### src/spartan_consts.svh
// Bus fabric sizing constants, included by the package and any module that needs raw widths
`ifndef SPARTAN_CONSTS_SVH
`define SPARTAN_CONSTS_SVH

// Width of the request address field
// Only the low part of it selects a register, the rest flags out-of-range
`define SP_ADDR_W 8

// Width of the write and read data words
`define SP_DATA_W 32

// Number of registers implemented in the slave
// Any address at or above this count gets an error response
`define SP_REG_COUNT 16

// Number of masters sharing the fabric
// The source field carried in requests and responses is sized from this
`define SP_MASTERS 2

`endif

### src/spartan_pkg.sv
// Shared request and response types for the fabric, imported by every block that handles them
`include "spartan_consts.svh"

package spartan_pkg;

    // A request as issued by a master and forwarded to the slave
    // Field order sets the bit layout, with write at the top and src at the bottom
    typedef struct packed {
        // High for a write, low for a read
        logic                              write;
        // Register address, values at or above the register count are errors
        logic [`SP_ADDR_W-1:0]             addr;
        // Data to store, ignored for reads
        logic [`SP_DATA_W-1:0]             wdata;
        // Index of the issuing master
        // Masters leave this zero and the arbiter stamps the winner into it
        logic [$clog2(`SP_MASTERS)-1:0]    src;
    } sp_req_t;

    // A response as returned by the slave and routed back to a master
    typedef struct packed {
        // Read data, zero for writes and for errors
        logic [`SP_DATA_W-1:0]             rdata;
        // High when the address was out of range
        logic                              err;
        // Copied from the request so the arbiter can steer the response home
        logic [$clog2(`SP_MASTERS)-1:0]    src;
    } sp_rsp_t;

endpackage

### src/spartan_skid.sv
// Zero-bubble two-entry skid stage on a flat vector, placed at every valid/ready boundary
`timescale 1ns/10ps

module spartan_skid #(
    parameter int WIDTH = 1
) (
    input  logic             CLK,
    input  logic             RST,

    input  logic [WIDTH-1:0] din,
    input  logic             din_val,
    output logic             din_rdy,

    output logic [WIDTH-1:0] dout,
    output logic             dout_val,
    input  logic             dout_rdy
);

    // Side buffer that catches the word arriving while the output is stalled
    logic             skid_val;
    logic [WIDTH-1:0] skid_data;

    // The output register may take a new word when it is empty or being drained
    logic out_load;
    logic in_xfer;

    // Ready comes straight from a register, so the upstream path stays short
    assign din_rdy  = !skid_val;
    assign out_load = !dout_val || dout_rdy;
    assign in_xfer  = din_val && din_rdy;

    // Control state for both entries
    always_ff @(posedge CLK or posedge RST) begin
        if (RST) begin
            dout_val <= 1'b0;
            skid_val <= 1'b0;
        end else if (out_load) begin
            // A held word always drains first, and the input is blocked while it is held
            dout_val <= skid_val || din_val;
            skid_val <= 1'b0;
        end else if (in_xfer) begin
            // Output is stalled but the upstream was still told ready last cycle
            skid_val <= 1'b1;
        end
    end

    // Payload registers follow the control above and carry no reset
    always_ff @(posedge CLK) begin
        if (out_load) begin
            dout <= skid_val ? skid_data : din;
        end
        if (!out_load && in_xfer) begin
            skid_data <= din;
        end
    end

    // A stalled word must not change under the receiver
    a_dout_stable: assert property (
        @(posedge CLK) disable iff (RST)
        dout_val && !dout_rdy |=> $stable(dout)
    );

    // A presented word may only leave through a transfer
    a_dout_val_held: assert property (
        @(posedge CLK) disable iff (RST)
        dout_val && !dout_rdy |=> dout_val
    );

endmodule

### src/spartan_arb.sv
// Two-master round-robin request arbiter that also steers responses back by source index
`timescale 1ns/10ps

module spartan_arb import spartan_pkg::*; (
    input  logic    CLK,
    input  logic    RST,

    // Request inputs, one per master
    input  sp_req_t req0,
    input  logic    req0_val,
    output logic    req0_rdy,
    input  sp_req_t req1,
    input  logic    req1_val,
    output logic    req1_rdy,

    // Merged request stream toward the slave
    output sp_req_t req_out,
    output logic    req_out_val,
    input  logic    req_out_rdy,

    // Response stream from the slave
    input  sp_rsp_t rsp_in,
    input  logic    rsp_in_val,
    output logic    rsp_in_rdy,

    // Response outputs, one per master
    output sp_rsp_t rsp0,
    output logic    rsp0_val,
    input  logic    rsp0_rdy,
    output sp_rsp_t rsp1,
    output logic    rsp1_val,
    input  logic    rsp1_rdy
);

    // Current grant, 0 for master 0 and 1 for master 1
    logic gnt;
    // Winner of the most recent transfer, used to alternate on contention
    logic last_gnt;
    // Set while a granted request waits downstream, with the held grant beside it
    logic lock;
    logic lock_gnt;
    logic req_xfer;

    // A locked grant wins over everything, so a late arrival cannot steal a stalled slot
    // Without a lock the other master gets priority when both ask at once
    always_comb begin
        if (lock) begin
            gnt = lock_gnt;
        end else if (req0_val && req1_val) begin
            gnt = ~last_gnt;
        end else begin
            gnt = req1_val;
        end
    end

    // Forward the winner and mark it with its source index
    always_comb begin
        req_out     = gnt ? req1 : req0;
        req_out.src = gnt;
    end

    assign req_out_val = gnt ? req1_val : req0_val;
    assign req_xfer    = req_out_val && req_out_rdy;

    // Only the granted master sees downstream ready
    assign req0_rdy = req_out_rdy && !gnt;
    assign req1_rdy = req_out_rdy && gnt;

    always_ff @(posedge CLK or posedge RST) begin
        if (RST) begin
            // Start as if master 1 had just won, so master 0 goes first
            last_gnt <= 1'b1;
            lock     <= 1'b0;
            lock_gnt <= 1'b0;
        end else if (req_xfer) begin
            last_gnt <= gnt;
            lock     <= 1'b0;
        end else if (req_out_val) begin
            // Offered but not taken, so pin the grant until it goes through
            lock     <= 1'b1;
            lock_gnt <= gnt;
        end
    end

    // Both outputs carry the same payload and only the valid is steered
    assign rsp0 = rsp_in;
    assign rsp1 = rsp_in;

    assign rsp0_val = rsp_in_val && (rsp_in.src == 1'b0);
    assign rsp1_val = rsp_in_val && (rsp_in.src == 1'b1);

    // Ready comes back only from the port the response is headed to
    assign rsp_in_rdy = (rsp_in.src == 1'b1) ? rsp1_rdy : rsp0_rdy;

    // A master left waiting while the other one transfers wins the next grant
    a_alternate: assert property (
        @(posedge CLK) disable iff (RST)
        req_xfer && (gnt ? req0_val : req1_val) |=> gnt != $past(gnt)
    );

    // The slave side sees a steady request while it stalls, whatever the other master does
    a_grant_held: assert property (
        @(posedge CLK) disable iff (RST)
        req_out_val && !req_out_rdy |=> req_out_val && $stable(req_out)
    );

endmodule

### src/spartan_regfile.sv
// Register-file slave answering each read or write request with one data or error response
`timescale 1ns/10ps
`include "spartan_consts.svh"

module spartan_regfile import spartan_pkg::*; (
    input  logic    CLK,
    input  logic    RST,

    // Incoming request channel
    input  sp_req_t req,
    input  logic    req_val,
    output logic    req_rdy,

    // Outgoing response channel
    output sp_rsp_t rsp,
    output logic    rsp_val,
    input  logic    rsp_rdy
);

    // Bits of the address that select a register
    localparam int IDX_W = $clog2(`SP_REG_COUNT);

    // First address that is out of range, sized to the address field
    localparam logic [`SP_ADDR_W-1:0] ADDR_LIMIT = `SP_ADDR_W'(`SP_REG_COUNT);

    // Register storage
    logic [`SP_DATA_W-1:0] regs [`SP_REG_COUNT];

    logic             req_xfer;
    logic             in_range;
    logic [IDX_W-1:0] idx;

    // One response register, so a new request fits only when it is empty or draining
    assign req_rdy  = !rsp_val || rsp_rdy;
    assign req_xfer = req_val && req_rdy;

    assign in_range = req.addr < ADDR_LIMIT;
    assign idx      = req.addr[IDX_W-1:0];

    // Storage clears on reset so reads before any write return zero
    always_ff @(posedge CLK or posedge RST) begin
        if (RST) begin
            for (int i = 0; i < `SP_REG_COUNT; i++) begin
                regs[i] <= '0;
            end
        end else if (req_xfer && req.write && in_range) begin
            regs[idx] <= req.wdata;
        end
    end

    // Response valid rises one cycle after acceptance
    always_ff @(posedge CLK or posedge RST) begin
        if (RST) begin
            rsp_val <= 1'b0;
        end else if (req_rdy) begin
            rsp_val <= req_val;
        end
    end

    // Response payload, loaded only on acceptance
    // Reads see the value before any write in the same cycle, which cannot overlap anyway
    always_ff @(posedge CLK) begin
        if (req_xfer) begin
            rsp.src <= req.src;
            rsp.err <= !in_range;
            if (!req.write && in_range) begin
                rsp.rdata <= regs[idx];
            end else begin
                // Writes and errors return zero data
                rsp.rdata <= '0;
            end
        end
    end

    // A stalled response keeps both its valid and its payload
    a_rsp_stable: assert property (
        @(posedge CLK) disable iff (RST)
        rsp_val && !rsp_rdy |=> rsp_val && $stable(rsp)
    );

endmodule

### src/spartan_fabric.sv
// Top level of the two-master fabric, tying skid stages, arbiter and register-file slave together
`timescale 1ns/10ps

module spartan_fabric import spartan_pkg::*; (
    input  logic    CLK,
    input  logic    RST,

    // Master 0 channels
    input  sp_req_t req0,
    input  logic    req0_val,
    output logic    req0_rdy,
    output sp_rsp_t rsp0,
    output logic    rsp0_val,
    input  logic    rsp0_rdy,

    // Master 1 channels
    input  sp_req_t req1,
    input  logic    req1_val,
    output logic    req1_rdy,
    output sp_rsp_t rsp1,
    output logic    rsp1_val,
    input  logic    rsp1_rdy
);

    // Registered master requests feeding the arbiter
    sp_req_t m0_req;
    logic    m0_req_val;
    logic    m0_req_rdy;
    sp_req_t m1_req;
    logic    m1_req_val;
    logic    m1_req_rdy;

    // Merged stream between the arbiter and the slave request stage
    sp_req_t arb_req;
    logic    arb_req_val;
    logic    arb_req_rdy;

    // Registered request at the slave
    sp_req_t rf_req;
    logic    rf_req_val;
    logic    rf_req_rdy;

    // Slave response before and after its skid stage
    sp_rsp_t rf_rsp;
    logic    rf_rsp_val;
    logic    rf_rsp_rdy;
    sp_rsp_t arb_rsp;
    logic    arb_rsp_val;
    logic    arb_rsp_rdy;

    // Each master request enters through its own stage
    spartan_skid #(.WIDTH($bits(sp_req_t))) u_m0_skid (
        .CLK(CLK), .RST(RST),
        .din(req0), .din_val(req0_val), .din_rdy(req0_rdy),
        .dout(m0_req), .dout_val(m0_req_val), .dout_rdy(m0_req_rdy)
    );

    spartan_skid #(.WIDTH($bits(sp_req_t))) u_m1_skid (
        .CLK(CLK), .RST(RST),
        .din(req1), .din_val(req1_val), .din_rdy(req1_rdy),
        .dout(m1_req), .dout_val(m1_req_val), .dout_rdy(m1_req_rdy)
    );

    spartan_arb u_arb (
        .CLK(CLK), .RST(RST),
        .req0(m0_req), .req0_val(m0_req_val), .req0_rdy(m0_req_rdy),
        .req1(m1_req), .req1_val(m1_req_val), .req1_rdy(m1_req_rdy),
        .req_out(arb_req), .req_out_val(arb_req_val), .req_out_rdy(arb_req_rdy),
        .rsp_in(arb_rsp), .rsp_in_val(arb_rsp_val), .rsp_in_rdy(arb_rsp_rdy),
        .rsp0(rsp0), .rsp0_val(rsp0_val), .rsp0_rdy(rsp0_rdy),
        .rsp1(rsp1), .rsp1_val(rsp1_val), .rsp1_rdy(rsp1_rdy)
    );

    // Cuts the combinational arbiter off from the slave
    spartan_skid #(.WIDTH($bits(sp_req_t))) u_req_skid (
        .CLK(CLK), .RST(RST),
        .din(arb_req), .din_val(arb_req_val), .din_rdy(arb_req_rdy),
        .dout(rf_req), .dout_val(rf_req_val), .dout_rdy(rf_req_rdy)
    );

    spartan_regfile u_regfile (
        .CLK(CLK), .RST(RST),
        .req(rf_req), .req_val(rf_req_val), .req_rdy(rf_req_rdy),
        .rsp(rf_rsp), .rsp_val(rf_rsp_val), .rsp_rdy(rf_rsp_rdy)
    );

    // Holds responses while the addressed master is not ready
    spartan_skid #(.WIDTH($bits(sp_rsp_t))) u_rsp_skid (
        .CLK(CLK), .RST(RST),
        .din(rf_rsp), .din_val(rf_rsp_val), .din_rdy(rf_rsp_rdy),
        .dout(arb_rsp), .dout_val(arb_rsp_val), .dout_rdy(arb_rsp_rdy)
    );

endmodule

### config.mk
export PLATFORM = sky130hd
export DESIGN_NAME = spartan_fabric
export DESIGN_NICKNAME = d
export VERILOG_FILES = /design/src/spartan_pkg.sv /design/src/spartan_skid.sv /design/src/spartan_arb.sv /design/src/spartan_regfile.sv /design/src/spartan_fabric.sv
export VERILOG_INCLUDE_DIRS = /design/src
export SDC_FILE = /design/constraint.sdc
export NUM_CORES = 1
export LEC_CHECK = 0
export BUFFER_PORTS_ARGS = -buffer_cell sky130_fd_sc_hd__buf_2
export CAP_MARGIN = 15
export CORE_ASPECT_RATIO = 0.9
export CORE_UTILIZATION = 55
export DETAILED_ROUTE_END_ITERATION = 8
export GPL_ROUTABILITY_DRIVEN = 0
export PLACE_DENSITY = 0.71
export SYNTH_ARGS = -nofsm -noshare
export SYNTH_HDL_FRONTEND = slang
export SYNTH_HIERARCHICAL = 1
export SYNTH_SLANG_ARGS = --single-unit
### constraint.sdc
create_clock -name CLK -period 51.4 [get_ports CLK]
set_input_delay 10.28 -clock CLK [delete_from_list [all_inputs] [get_ports CLK]]
set_output_delay 10.28 -clock CLK [all_outputs]
set_load 0.03 [all_outputs]
# Yosys cells after proc, flatten, opt, wreduce, memory -nomap -nowiden
# Index checks and enable logic that the tools add are counted.
# Widths: inputs -> output; s select.
totals:
  reg_bits: 878
  in_bits: 90
  out_inout_bits: 72
  elab_cells: 120
op_classes:
  order_cmp: 3
  mux: 25
  bitwise_logic: 4
  reduce_logical: 49
op_table:
  columns: ["operator", "n"]
  rows:
  - ["$bwmux 512", 1]
  - ["$mux 42", 4]
  - ["$bmux 32 s4", 1]
  - ["$demux 32 s4", 1]
  - ["$mux 32", 3]
  - ["$mux 34", 1]
  - ["$logic_and 1x1->1", 18]
  - ["$logic_not 1->1", 16]
  - ["$mux 1", 14]
  - ["$reduce_bool 2->1", 5]
  - ["$logic_or 1x1->1", 9]
  - ["$lt 8x5->1 const B", 1]
  - ["$ge 5x5->1 const B", 1]
  - ["$lt 5x1->1 const B", 1]
  - ["$not 4->5", 1]
  - ["$not 1->1", 3]
  - ["$reduce_and 2->1", 1]

# Logic depth before layout (Yosys ltp)
logic_depth:
  depth_word: 8
  depth_mapped: 10
  ltp_nobuf: 5

# By module
# The synthesis kept the hierarchy.
by_module_without_submodules:
  columns: ["module", "instances", "cells_each", "area_per_inst_um2", "seq_area_each_um2"]
  rows:
  - ["spartan_regfile", 1, 1479, 24362.1, 13858.3]
  - ["spartan_skid (u_m0_skid ...)", 3, 140, 3303.2, 2572.5]
  - ["spartan_skid (u_rsp_skid)", 1, 115, 2675.1, 2092.0]
  - ["spartan_arb", 1, 142, 1257.5, 76.3]

# Least setup slack after synthesis
# No wires, ideal clock.
synth_path:
  kind: "input -> register"
  from: "input rsp1_rdy"
  to: "register u_rsp_skid.skid_data[0], enable pin"
  setup_time_ns: 0.475
  arrival_time_ns: 14.029
  t_required_ns: 50.925
  setup_slack_ns: 36.897
  path_stages: 3
  n_path_buf: 0
  cell_sequence: "mux2_2 nand2b_1 nor3b_1"
synth_between:
  elab_chain_cells: 4
synth_lines:
  columns: ["element", "line", "source"]
  rows:
  - ["start, declared", "spartan_fabric.sv:22", "input logic rsp1_rdy"]
  - ["$mux 1", "spartan_arb.sv:93", "assign rsp_in_rdy = (rsp_in.src == 1'b1) ? rsp1_rdy : rsp0_rdy;"]
  - ["$logic_or 1x1->1", "spartan_skid.sv:29", "assign out_load = !dout_val || dout_rdy;"]
  - ["via u_rsp_skid.out_load", "spartan_skid.sv:24", "logic out_load;"]
  - ["$logic_not 1->1", "spartan_skid.sv:52", "if (!out_load && in_xfer) begin"]
  - ["$logic_and 1x1->1", "spartan_skid.sv:52", null]
  - ["end signal, assigned", "spartan_skid.sv:53", "skid_data <= din;"]
  - ["end, declared", "spartan_skid.sv:21", "logic [WIDTH-1:0] skid_data;"]
# The timed path passes the listed nets, and every way through them passes these cells.
# A chain may end at the register's enable or synchronous reset.

==> results.txt <==
capturing element type of the critical path = asynchronous set/reset pin
fraction of layout instances using a drive strength above 1 = 0.513
maximum operating frequency = 80.2 MHz
fin. max-slew vios = 0
CP Max Fanout = 136
status = finished clean
clock-pin slew reported for the worst setup and hold paths after clock tree synthesis = 0.06 ns
required time at the worst-slack endpoint = 52.01 ns
Clock H-tree levels = 3
most frequent cell on the critical path = buf_4
Routed WL = 76,900 um
unrepaired setup endpoints after global routing = no
core area = 0.0684 sq mm
wire per inst = 23.8 um
Initial Util = 0.556
launching instance or port of the critical path = RST
area of all sequential standard cells = 0.0236 sq mm
multi-input combinational cell area = 0.0130 sq mm
post-CTS setup repair buffer count = 0
final setup fails = 0
Inserted Clock Buffers = 88
post-layout min period = 12.47 ns
TritonCTS clock tree = done
ant diodes = 0
start-to-end type of the worst setup path = in -> async
number of maximum-capacitance constraint violations = 0
number of antenna violations at the first check in global routing = 2
first-pass GRT wire length = 121,000 um
port bufs = 159
total number of vias = 18,694
largest net degree at the start of global routing = 137
worst reg-to-reg path cell count = 7
clock latency of the later-clocked register in the worst-skew pair = 0.64 ns
final hold violations = 0
FILL cells = 4,979
root cell of the clock tree = clkbuf_16
count of hold buffers inserted by post-cts repair = 0
DRC Markers = 0
die area = 0.0703 sq mm
worst hold-check path type = reg -> reg
cell area after synthesis = 0.0381 sq mm
global router's overall resource usage = 0.226
Pwr Density = 55.1 mW/mm^2
minimum setup slack after placement = 38.12 ns
number of vias per cell = 5.79
count of antenna-violating nets left after detailed routing = 0
CP max-delay cell = buf_4
leakage power = 18.8 nW
setup slack of the critical path after layout = 38.93 ns
Slew headroom = 0.205
CP Cell Sequence = buf_2 -> inv_8 -> buf_4 -> buf_4
worst IR drop on VDD = 76.3 uV
layout overhead on the synthesized area = 9.94%
First-pass DRT Iterations = 5
post-route clock skew = 0.0210 ns
Cells after Synth = 2,150
Post-layout nets = 2,313
startpoint of the worst-slack reg-to-reg timing path = u_req_skid/dout[34]
Top Ports = 162
Setup Total Neg Slack = 0 ns
WP data arrival = 13.08 ns
slew at the pin closest to its max-slew limit = 1.19 ns
Resized cells post-CTS = 0
number of clock sinks seen by CTS = 874
synthesized area per cell = 17.7 sq um
Iter 0 DRT Violations = 1,374
number of rows created at floorplan = 91
total global routing overflow = 0
Synthesis Warnings = 6
floorplan die height = 252 um
number of buffers on the longest clock path = 3
startpoint types = input port
Detail Placement HPWL = 46,000 um
number of nets produced by synthesis = 2,240
number of global-route vias before repair = 20,194
stage delay of the slowest cell on the critical path = 0.91 ns
die extent in x = 279 um
r2r setup slk = 47.36 ns
capturing element of the worst setup path = u_regfile/regs[229]
worst flop-to-flop path endpoint = u_regfile/rsp[2]
final worst path period share = 0.243
==> cell usage in the layout, fill, tap and decap left out, types with 2 or more instances in the layout <==
| cell type | count |
|---|---|
| edfxtp_1 | 350 |
| dfrtp_1 | 519 |
| inv_1 | 11 |
| nor2b_1 | 2 |
| clkbuf_16 | 90 |
| inv_8 | 2 |
| clkbuf_1 | 28 |
| nor3b_2 | 4 |
| mux4_2 | 128 |
| a22oi_1 | 32 |
| bufinv_16 | 7 |
| nand2b_1 | 6 |
| clkbuf_8 | 7 |
| nor4_4 | 3 |
| clkinv_8 | 3 |
| mux2_4 | 168 |
| dfrtp_2 | 4 |
| nor3_2 | 3 |
| nand2_1 | 75 |
| mux2_2 | 516 |
| buf_4 | 47 |
| clkinv_1 | 9 |
| or4_1 | 4 |
| clkinv_2 | 17 |
| a21oi_1 | 4 |
| buf_2 | 159 |
| nand2b_2 | 4 |
| nor2_1 | 12 |
| and2_1 | 2 |
| nor3_4 | 7 |
| mux2_1 | 60 |
==> how the worst min path moves through the flow <==
stage               depth (start not counted)                       end          startpoint
floorplan                                   0          u_regfile/rsp[0]  u_req_skid/dout[0]
global placement                            0  u_rsp_skid/skid_data[33]   u_regfile/rsp[33]
detailed placement                          0   u_rsp_skid/skid_data[2]    u_regfile/rsp[2]
global route                                0   u_rsp_skid/skid_data[2]    u_regfile/rsp[2]
finish                                      0   u_rsp_skid/skid_data[2]    u_regfile/rsp[2]
CTS                                         0   u_rsp_skid/skid_data[2]    u_regfile/rsp[2]
==> worst max-delay path, delay by kind of cell <==
family	cells	cell delay [ns]
buffers and inverters	4	2.62
==> sequential cells by signal (all words and copies together), names as in the netlist <==
register,cells
u_arb/last_gnt,1
u_arb/lock,1
u_arb/lock_gnt,1
u_m0_skid/dout,41
u_m0_skid/dout_val,1
u_m0_skid/skid_data,41
u_m0_skid/skid_val,1
u_m1_skid/dout,41
u_m1_skid/dout_val,1
u_m1_skid/skid_data,41
u_m1_skid/skid_val,1
u_regfile/regs,512
u_regfile/rsp,34
u_regfile/rsp_val,1
u_req_skid/dout,42
u_req_skid/dout_val,1
u_req_skid/skid_data,42
u_req_skid/skid_val,1
u_rsp_skid/dout,34
u_rsp_skid/dout_val,1
u_rsp_skid/skid_data,34
u_rsp_skid/skid_val,1
==> through the flow <==
step | instances | cell area [sq um] | utilization | power [mW] | hold WS (ns)
final | 3228 | 41800 | 0.612 | 2.31 | 0.445
after global routing | 3228 | 41800 | 0.612 | 2.41 | 0.456
after CTS | 3228 | 41800 | 0.612 | 2.33 | 0.448
after detailed placement | 3063 | 39000 | 0.569 | 1.69 | 0.433
after global placement | 3062 | 39000 | 0.569 | 1.66 | 0.430
after floorplan | 2150 | 38100 | - | 1.56 | 0.400
==> routing by layer <==
| metal | up-vias | wire [um] | track usage |
|---|---|---|---|
| met5 | - | 0 | 0 |
| met4 | 0 | 1440 | 0.0615 |
| met3 | 110 | 3890 | 0.0397 |
| met2 | 450 | 37300 | 0.366 |
| met1 | 9986 | 34200 | 0.318 |
| li1 | 8148 | - | - |
==> where the power goes <==
part           internal (mW)  leakage (nW)  switching, mW
Sequential             0.960          10.6          0.130
Clock                  0.370          1.41          0.263
Combinational          0.290          6.84          0.293
Total                   1.62          18.8          0.686
==> cell type report <==
cell class | count | area share
Timing Repair Buffer | 207 | 0.0277
Clock buffer | 125 | 0.0586
Inverter | 12 | 0.00126
Sequential cell | 874 | 0.565
Clock inverter | 40 | 0.0102
Multi-Input combinational cell | 1040 | 0.310
Tap cell | 930 | 0.0278
Note: power is estimated with default switching activity, not from simulation.
